**src/source/operand_settings.svh**
```systemverilog
// Operand slice settings
// Data width and register file geometry shared by every block of the
// operand-fetch and execute slice
`ifndef OPERAND_SETTINGS_SVH
`define OPERAND_SETTINGS_SVH

////////////////////////////////////////////////////////////////////////////
// Datapath

// Width of operands, results and register file entries
`define OP_WIDTH 32

// Number of general purpose registers, r0 reads as zero
`define OP_REG_COUNT 32

// Register number width
`define OP_REG_AW 5

`endif

```
**src/source/operand_pkg.sv**
```systemverilog
// Operand slice package
// ALU opcodes and operand source selects for the execute slice
`default_nettype none

package operand_pkg;

	// ALU operations, shifts take the low five bits of operand B
	typedef enum logic [2:0] {
		ALU_ADD = 3'd0,
		ALU_SUB = 3'd1,
		ALU_AND = 3'd2,
		ALU_OR  = 3'd3,
		ALU_XOR = 3'd4,
		ALU_SLL = 3'd5,
		ALU_SRL = 3'd6
	} alu_op_t;

	// Where an operand register loads from
	// Immediate is only meaningful on operand B
	typedef enum logic [1:0] {
		SEL_RF      = 2'd0,
		SEL_IMM     = 2'd1,
		SEL_EX_FORW = 2'd2,
		SEL_WB_FORW = 2'd3
	} operand_sel_t;

endpackage

`default_nettype wire

```
**src/source/exec_unit.sv**
```systemverilog
// Execute unit
// Execute control register, ALU and writeback register.
// The writeback register drives both the forward path and the register
// file write port.
`timescale 1ns/1ps
`default_nettype none

`include "operand_settings.svh"

module exec_unit import operand_pkg::*; (
	input  logic                  clk,
	input  logic                  rst_n,
	// Pipeline freeze levels
	input  logic                  id_freeze,
	input  logic                  ex_freeze,
	// Decode control
	input  logic                  id_valid,
	input  logic [`OP_REG_AW-1:0] id_rd,
	input  alu_op_t               id_alu_op,
	// Registered operands
	input  logic [`OP_WIDTH-1:0]  operand_a,
	input  logic [`OP_WIDTH-1:0]  operand_b,
	// Execute stage
	output logic [`OP_WIDTH-1:0]  ex_result,
	output logic [`OP_REG_AW-1:0] ex_rd,
	output logic                  ex_valid,
	// Writeback stage
	output logic [`OP_WIDTH-1:0]  wb_data,
	output logic [`OP_REG_AW-1:0] wb_rd,
	output logic                  wb_valid,
	output logic                  rf_we
);

	// Shift amount width follows the data width
	localparam int SHAMT_W = $clog2(`OP_WIDTH);

	alu_op_t              ex_alu_op;
	logic [SHAMT_W-1:0]   shamt;

	////////////////////////////////////////////////////////////////////////////
	// Execute control register

	always_ff @(posedge clk or negedge rst_n) begin
		if (!rst_n) begin
			ex_valid  <= 1'b0;
			ex_rd     <= '0;
			ex_alu_op <= ALU_ADD;
		end else if (!ex_freeze) begin
			if (id_freeze) begin
				// Decode held, insert a bubble
				ex_valid <= 1'b0;
			end else begin
				ex_valid  <= id_valid;
				ex_rd     <= id_rd;
				ex_alu_op <= id_alu_op;
			end
		end
	end

	////////////////////////////////////////////////////////////////////////////
	// ALU

	assign shamt = operand_b[SHAMT_W-1:0];

	always_comb begin
		case (ex_alu_op)
			ALU_ADD: ex_result = operand_a + operand_b;
			ALU_SUB: ex_result = operand_a - operand_b;
			ALU_AND: ex_result = operand_a & operand_b;
			ALU_OR:  ex_result = operand_a | operand_b;
			ALU_XOR: ex_result = operand_a ^ operand_b;
			ALU_SLL: ex_result = operand_a << shamt;
			ALU_SRL: ex_result = operand_a >> shamt;
			default: ex_result = '0;
		endcase
	end

	////////////////////////////////////////////////////////////////////////////
	// Writeback register

	// Control part, cleared by reset
	always_ff @(posedge clk or negedge rst_n) begin
		if (!rst_n) begin
			wb_valid <= 1'b0;
			wb_rd    <= '0;
		end else if (!ex_freeze) begin
			wb_valid <= ex_valid;
			wb_rd    <= ex_rd;
		end
	end

	// Result payload
	always_ff @(posedge clk) begin
		if (!ex_freeze) begin
			wb_data <= ex_result;
		end
	end

	// No register file update while the back end is frozen
	assign rf_we = wb_valid & ~ex_freeze;

endmodule

`default_nettype wire

```
**src/source/forward_ctrl.sv**
```systemverilog
// Forwarding control
// Compares the decode source registers against the destinations held in
// execute and writeback and picks the source of each operand
`timescale 1ns/1ps
`default_nettype none

`include "operand_settings.svh"

module forward_ctrl import operand_pkg::*; (
	// Decode sources
	input  logic [`OP_REG_AW-1:0] id_rs_a,
	input  logic [`OP_REG_AW-1:0] id_rs_b,
	input  logic                  id_use_imm,
	// Execute stage destination
	input  logic [`OP_REG_AW-1:0] ex_rd,
	input  logic                  ex_valid,
	// Writeback stage destination
	input  logic [`OP_REG_AW-1:0] wb_rd,
	input  logic                  wb_valid,
	// Operand selects
	output operand_sel_t          sel_a,
	output operand_sel_t          sel_b
);

	// Hazard check for one source register
	// Execute holds the newer value and wins over writeback
	function automatic operand_sel_t fwd_sel(input logic [`OP_REG_AW-1:0] rs);
		operand_sel_t sel;
		sel = SEL_RF;
		// r0 is constant and never forwarded
		if (rs != '0) begin
			if (ex_valid && (rs == ex_rd)) begin
				sel = SEL_EX_FORW;
			end else if (wb_valid && (rs == wb_rd)) begin
				sel = SEL_WB_FORW;
			end
		end
		return sel;
	endfunction

	always_comb begin
		// Operand A always comes from a register
		sel_a = fwd_sel(id_rs_a);
		// Immediate overrides any hazard on B
		sel_b = id_use_imm ? SEL_IMM : fwd_sel(id_rs_b);
	end

endmodule

`default_nettype wire

```
**src/source/operand_muxes.sv**
```systemverilog
// Operand multiplexers
// Selects each operand from the register file, the forward paths or the
// immediate, and latches it into a freeze-aware operand register.
// On the first decode-only freeze edge the operand is captured once and
// then held, so a forwarded value survives while execute drains.
`timescale 1ns/1ps
`default_nettype none

`include "operand_settings.svh"

module operand_muxes import operand_pkg::*; (
	input  logic                 clk,
	input  logic                 rst_n,
	// Pipeline freeze levels
	input  logic                 id_freeze,
	input  logic                 ex_freeze,
	// Candidate sources
	input  logic [`OP_WIDTH-1:0] rf_data_a,
	input  logic [`OP_WIDTH-1:0] rf_data_b,
	input  logic [`OP_WIDTH-1:0] ex_forw,
	input  logic [`OP_WIDTH-1:0] wb_forw,
	input  logic [`OP_WIDTH-1:0] simm,
	// Selects from forwarding control
	input  operand_sel_t         sel_a,
	input  operand_sel_t         sel_b,
	// Registered operands to execute
	output logic [`OP_WIDTH-1:0] operand_a,
	output logic [`OP_WIDTH-1:0] operand_b
);

	// Index 0 is operand A, index 1 is operand B
	logic [`OP_WIDTH-1:0] muxed   [2];
	logic [`OP_WIDTH-1:0] operand [2];
	logic                 saved   [2];

	////////////////////////////////////////////////////////////////////////////
	// Source multiplexers

	always_comb begin
		// A never sees the immediate
		case (sel_a)
			SEL_EX_FORW: muxed[0] = ex_forw;
			SEL_WB_FORW: muxed[0] = wb_forw;
			default:     muxed[0] = rf_data_a;
		endcase

		case (sel_b)
			SEL_IMM:     muxed[1] = simm;
			SEL_EX_FORW: muxed[1] = ex_forw;
			SEL_WB_FORW: muxed[1] = wb_forw;
			default:     muxed[1] = rf_data_b;
		endcase
	end

	////////////////////////////////////////////////////////////////////////////
	// Operand registers

	for (genvar i = 0; i < 2; i++) begin : g_opreg
		always_ff @(posedge clk or negedge rst_n) begin
			if (!rst_n) begin
				operand[i] <= '0;
				saved[i]   <= 1'b0;
			end else if (!ex_freeze && !saved[i]) begin
				// Normal load, or the single capture at freeze entry
				operand[i] <= muxed[i];
				saved[i]   <= id_freeze;
			end else if (!ex_freeze && !id_freeze) begin
				// Release edge keeps the captured operand
				saved[i] <= 1'b0;
			end
		end
	end

	assign operand_a = operand[0];
	assign operand_b = operand[1];

endmodule

`default_nettype wire

```
**src/source/operand_slice_top.sv**
```systemverilog
// Operand slice top
// Register file, forwarding control, operand registers and execute unit
// of the operand-fetch and execute part of a five-stage pipeline
`timescale 1ns/1ps
`default_nettype none

`include "operand_settings.svh"

module operand_slice_top import operand_pkg::*; (
	input  logic                  clk,
	input  logic                  rst_n,
	// Freeze levels, ex_freeze only with id_freeze
	input  logic                  id_freeze,
	input  logic                  ex_freeze,
	// Decoded instruction
	input  logic                  id_valid,
	input  logic [`OP_REG_AW-1:0] id_rs_a,
	input  logic [`OP_REG_AW-1:0] id_rs_b,
	input  logic [`OP_REG_AW-1:0] id_rd,
	input  logic [`OP_WIDTH-1:0]  id_imm,
	input  logic                  id_use_imm,
	input  alu_op_t               id_alu_op,
	// Writeback result
	output logic                  wb_valid,
	output logic [`OP_REG_AW-1:0] wb_rd,
	output logic [`OP_WIDTH-1:0]  wb_data
);

	// Register file read data
	logic [`OP_WIDTH-1:0]  rf_data_a;
	logic [`OP_WIDTH-1:0]  rf_data_b;
	// Operand selects
	operand_sel_t          sel_a;
	operand_sel_t          sel_b;
	// Registered operands
	logic [`OP_WIDTH-1:0]  operand_a;
	logic [`OP_WIDTH-1:0]  operand_b;
	// Execute stage, ex_result doubles as the execute forward path
	logic [`OP_WIDTH-1:0]  ex_result;
	logic [`OP_REG_AW-1:0] ex_rd;
	logic                  ex_valid;
	logic                  rf_we;

	reg_file u_reg_file (
		.clk       (clk),
		.rst_n     (rst_n),
		.rs_a      (id_rs_a),
		.rs_b      (id_rs_b),
		.we        (rf_we),
		.wr_addr   (wb_rd),
		.wr_data   (wb_data),
		.rd_data_a (rf_data_a),
		.rd_data_b (rf_data_b)
	);

	forward_ctrl u_forward_ctrl (
		.id_rs_a    (id_rs_a),
		.id_rs_b    (id_rs_b),
		.id_use_imm (id_use_imm),
		.ex_rd      (ex_rd),
		.ex_valid   (ex_valid),
		.wb_rd      (wb_rd),
		.wb_valid   (wb_valid),
		.sel_a      (sel_a),
		.sel_b      (sel_b)
	);

	operand_muxes u_operand_muxes (
		.clk       (clk),
		.rst_n     (rst_n),
		.id_freeze (id_freeze),
		.ex_freeze (ex_freeze),
		.rf_data_a (rf_data_a),
		.rf_data_b (rf_data_b),
		.ex_forw   (ex_result),
		.wb_forw   (wb_data),
		.simm      (id_imm),
		.sel_a     (sel_a),
		.sel_b     (sel_b),
		.operand_a (operand_a),
		.operand_b (operand_b)
	);

	exec_unit u_exec_unit (
		.clk       (clk),
		.rst_n     (rst_n),
		.id_freeze (id_freeze),
		.ex_freeze (ex_freeze),
		.id_valid  (id_valid),
		.id_rd     (id_rd),
		.id_alu_op (id_alu_op),
		.operand_a (operand_a),
		.operand_b (operand_b),
		.ex_result (ex_result),
		.ex_rd     (ex_rd),
		.ex_valid  (ex_valid),
		.wb_data   (wb_data),
		.wb_rd     (wb_rd),
		.wb_valid  (wb_valid),
		.rf_we     (rf_we)
	);

endmodule

`default_nettype wire

```
**src/source/reg_file.sv**
```systemverilog
// Register file
// Two combinational read ports and one synchronous write port.
// Register 0 is hardwired to zero, writes to it are dropped.
`timescale 1ns/1ps
`default_nettype none

`include "operand_settings.svh"

module reg_file (
	input  logic                  clk,
	input  logic                  rst_n,
	// Read addresses from decode
	input  logic [`OP_REG_AW-1:0] rs_a,
	input  logic [`OP_REG_AW-1:0] rs_b,
	// Write port from writeback
	input  logic                  we,
	input  logic [`OP_REG_AW-1:0] wr_addr,
	input  logic [`OP_WIDTH-1:0]  wr_data,
	// Read data
	output logic [`OP_WIDTH-1:0]  rd_data_a,
	output logic [`OP_WIDTH-1:0]  rd_data_b
);

	// Storage array
	logic [`OP_WIDTH-1:0] regs [`OP_REG_COUNT];

	////////////////////////////////////////////////////////////////////////////
	// Write port

	always_ff @(posedge clk or negedge rst_n) begin
		if (!rst_n) begin
			// All registers start out as zero
			for (int i = 0; i < `OP_REG_COUNT; i++) begin
				regs[i] <= '0;
			end
		end else if (we && (wr_addr != '0)) begin
			// r0 is never written
			regs[wr_addr] <= wr_data;
		end
	end

	////////////////////////////////////////////////////////////////////////////
	// Read ports

	// Same-cycle write is not visible here
	// Writeback forwarding covers that case
	assign rd_data_a = (rs_a == '0) ? '0 : regs[rs_a];
	assign rd_data_b = (rs_b == '0) ? '0 : regs[rs_b];

endmodule

`default_nettype wire

```
**config.mk**
```make
export PLATFORM = sky130hd
export DESIGN_NAME = operand_slice_top
export DESIGN_NICKNAME = d
export VERILOG_FILES = /design/src/source/operand_pkg.sv /design/src/source/exec_unit.sv /design/src/source/forward_ctrl.sv /design/src/source/operand_muxes.sv /design/src/source/operand_slice_top.sv /design/src/source/reg_file.sv
export VERILOG_INCLUDE_DIRS = /design/src /design/src/source
export SDC_FILE = /design/constraint.sdc
export NUM_CORES = 2
export LEC_CHECK = 0
export ABC_CLOCK_PERIOD_IN_PS = 4500
export BUFFER_PORTS_ARGS = -buffer_cell sky130_fd_sc_hd__buf_2
export CAP_MARGIN = 20
export CORE_MARGIN = 2
export CORE_UTILIZATION = 60
export CTS_BUF_LIST = sky130_fd_sc_hd__clkbuf_8
export CTS_CLUSTER_DIAMETER = 50
export CTS_CLUSTER_SIZE = 16
export DETAILED_ROUTE_END_ITERATION = 10
export PLACE_DENSITY = 0.79
export SYNTH_ARGS = -nofsm -noshare
export SYNTH_HDL_FRONTEND = slang
export SYNTH_SLANG_ARGS = --single-unit
```
**constraint.sdc**
```tcl
create_clock -name clk -period 4.5 [get_ports clk]
set_input_delay 0.45 -clock clk [delete_from_list [all_inputs] [get_ports clk]]
set_output_delay 0.45 -clock clk [all_outputs]
set_load 0.1 [all_outputs]
```
==> metrics <==
Horiz. Die Dim=roughly 340 um; Reg-to-Reg Start=u_operand_muxes.operand_b[5]; setup TNS=0 ps; largest family of logic cells by synthesized area=multiplexers; Post-Synthesis Cells=4744; Synth Register Bits=1137; Starting DRT DRC Count=6225; dominant cells by area after synthesis=dfrtp_1 (41%), mux4_2 (23%), mux2_2 (17%), clkbuf_1 (1.9%), ha_1 (1.8%); cell repeated most along the worst path=buf_4; Worst-path clk slew=90 ps; design area=72700 um^2; violations in the final reports=DRC; height of the die=approximately 340 um; Async S/R FF share, synth=0.972; share of Yosys cell area claimed by the top area cell type=0.413; Final Critical Period=4280 ps; Slowest Stage Delay on Critical Path=530 ps; reg2reg end=u_operand_muxes.operand_a[31]; synth warn=0; Least-Margin Pin Slew=1180 ps; status=finished, violations left; Slew HR=0.213; initial antenna violation count=8; Setup Buffers After CTS=0; Final #Nets=4848; r2r setup slk=about 220 ps; CP required=between 5000 and 6000 ps; Critical Path End=u_operand_muxes.operand_a[31]; CP Launch Point=u_operand_muxes.operand_b[5]; fmax=234 MHz; Final Hold Vio Count=0; Final Core Density=0.657; via/cell ratio=7.42; Simple-Gate Fraction of Synth Area=0.0314; Tot Pwr=31.5 mW; busiest metal layer after global routing=met2; worst-skew pair later-pin latency=880 ps; Fin Hold WS=70.8 ps; detailed-route DRC error count=2; Max Transition Viols Final=0; commonest cells after routing, fill and taps aside=dfrtp_1 (1101), mux2_2 (1020), mux4_2 (685); CP Class=register to register; most common cell after layout, fill and taps aside=dfrtp_1; fraction of the mapped netlist area in adder cells=0.0184; Max Root-Sink Buffers=3; number of synthesized flops with an enable pin=32; PD cells=433 nW/um^2; post-DR wirelength/cell=34.3 um; post-synthesis mux area share=0.419; Worst Hold Class=input port to register; maximum VDD drop=290 uV; Crit. End Element=register; die area=114000 um^2; IO Count=between 90 and 100; post-synth top area cell=dfrtp_1; PortBufs=93; Tcrit/Tclk final=0.951; Remaining Overflow, GRT=0; post-synthesis cell type count=84; clock sinks=~1100; CP Cell Sequence=or4_4 > nor3_1 > buf_4 > nand2_1 > nor4_2 > buf_4 > a41oi_1 > xnor2_1 > ha_1 > buf_4 > nand4_1 > nor2_4 > a21oi_1 > nor2_1 > o21ai_1 > a41oi_2 > nand2_1 > a221o_1; first-pass GRT wire length=approximately 320 mm; Initial Util=0.605; RD Place Congestion=1.06; leakage=32.5 nW; critical path arrival=5000 ps; startpoint types=register; Synth Flop Type=dfrtp_1; post-synthesis sequential area ratio=0.427; # setup viols final=0; Rows=approximately 120; vias in the first global route=46200; critical path fanouts, max=10; Post-Syn Nets=approximately 4900; remaining antenna violation count=0; Post-Synth XOR/XNOR Area=0.00864; R2R cell count=18; largest net degree at the start of global routing=190; M3 GR Usage=0.114; layout cell share with drive strength beyond 1=0.484; via count=around 47000; compound-cell area share of the yosys netlist=0.0594; CTS buffer count=roughly 120; grt met1 use=0.542; Total GRT Usage=0.383; CP max-delay cell=or4_4; Max H-tree Level=3; synthesized area per cell=about 14 um^2; Setup Skew=81.9 ps; Area Overhead vs Synth=8.59%; overall routed net length=216 mm; met2 Use GR=0.555; CTS tree=built; Core ar.=111000 um^2; Cell Area, Placed=69700 um^2; area of the mapped netlist=66900 um^2; max_cap viols=0; HPWL after DPL=142 mm; root buf cell=clkbuf_8; drt pass-1 iters=8
-- metal layers --
layer,part of all wire,vias to the layer above,wire length (um)
met1,0.38,24700,82300
met4,0.049,12,10600
met5,0.00098,-,212
li1,-,18400,-
met2,0.44,2946,95700
met3,0.12,592,26600
-- how the worst min path moves through the flow --
stage                                from                       endpoint  slack [ps]  cells past startpoint
global placement     u_reg_file.regs[994]           u_reg_file.regs[994]         380                      0
finish                         id_imm[24]  u_operand_muxes.operand_b[24]          70                      4
CTS                            id_imm[27]  u_operand_muxes.operand_b[27]          40                      4
floorplan                           rst_n       u_exec_unit.ex_alu_op[0]         150                      0
detailed placement  u_reg_file.regs[1017]          u_reg_file.regs[1017]         380                      0
global route                   id_imm[23]  u_operand_muxes.operand_b[23]          70                      5
-- cell usage after synthesis (all sizes together), types with 11 or more instances --
cell type  number
o21ai          90
a22oi          46
buf           171
inv            83
a221oi         34
mux2i         109
xnor2          43
a21oi         143
edfxtp         32
and2           11
nand3          31
a221o          29
nor2          134
dfrtp        1105
mux2         1023
nor3           24
clkbuf        345
nor2b          21
a31oi          11
mux4          685
ha             97
a21boi         11
o211ai         27
or3            12
a211oi         38
xor2           23
o22ai          35
nand2         142
o221ai         21
-- registers in the layout, indices dropped and copies added, names as in the netlist, 2 cells and up --
name                       cells
u_operand_muxes.operand_b     32
u_exec_unit.wb_data           32
u_exec_unit.wb_rd              5
u_reg_file.regs             1024
u_operand_muxes.saved          2
u_exec_unit.ex_alu_op          3
u_operand_muxes.operand_a     32
u_exec_unit.ex_rd              5
-- cell families (layout without fill, tap and decap cells) --
group / after synthesis / after routing
buffers and inverters: 601 / 652
DFF: 1137 / 1137
adders and majority gates: 98 / 98
and+or+nand+nor: 446 / 446
other: 0 / 4
xor gates and xnor gates: 66 / 66
muxes: 1817 / 1817
AOI/OAI and AO/OA: 579 / 579
-- per-stage QoR --
step                      instances  setup slack, ps
after detailed placement       6052              103
after CTS                      6282             57.0
after floorplan                4744             60.5
after global routing           6285            -42.8
final                          6287              222
after global placement         6048              172
-- worst max-delay path: cells and delay by family, from the launching register on --
| family | cells | cell delay, ps |
|---|---|---|
| adders and majority gates | 1 | 320 |
| xor gates and xnor gates | 1 | 170 |
| AOI/OAI and AO/OA | 5 | 940 |
| and+or+nand+nor | 8 | 1720 |
| buffers and inverters | 3 | 530 |
| DFF | 1 | 460 |
-- cell type report --
type | count | area (um^2)
tap | 1488 | 1860
antenna | 4 | 10.0
timing repair buffer | 348 | 2970
clock buffer | 125 | 1720
inverter | 85 | 319
multi-input combinational | 3006 | 36100
sequential | 1137 | 28600
clock inverter | 94 | 1060
fill | 7777 | 38000
-- report_power, final --
group | switching [mW] | internal (mW)
Clock | 4.33 | 3.40
Sequential | 1.67 | 12.1
Combinational | 5.35 | 4.66
Total | 11.3 | 20.2
-- timing repair --
item                                    in CTS  in global routing
endpoints found under the setup margin       0                 16
hold buffers                                11                  0
endpoints found under the hold margin       52                  0
resized for setup                            0                 11
No activity file was read; power rests on OpenSTA's default activity.
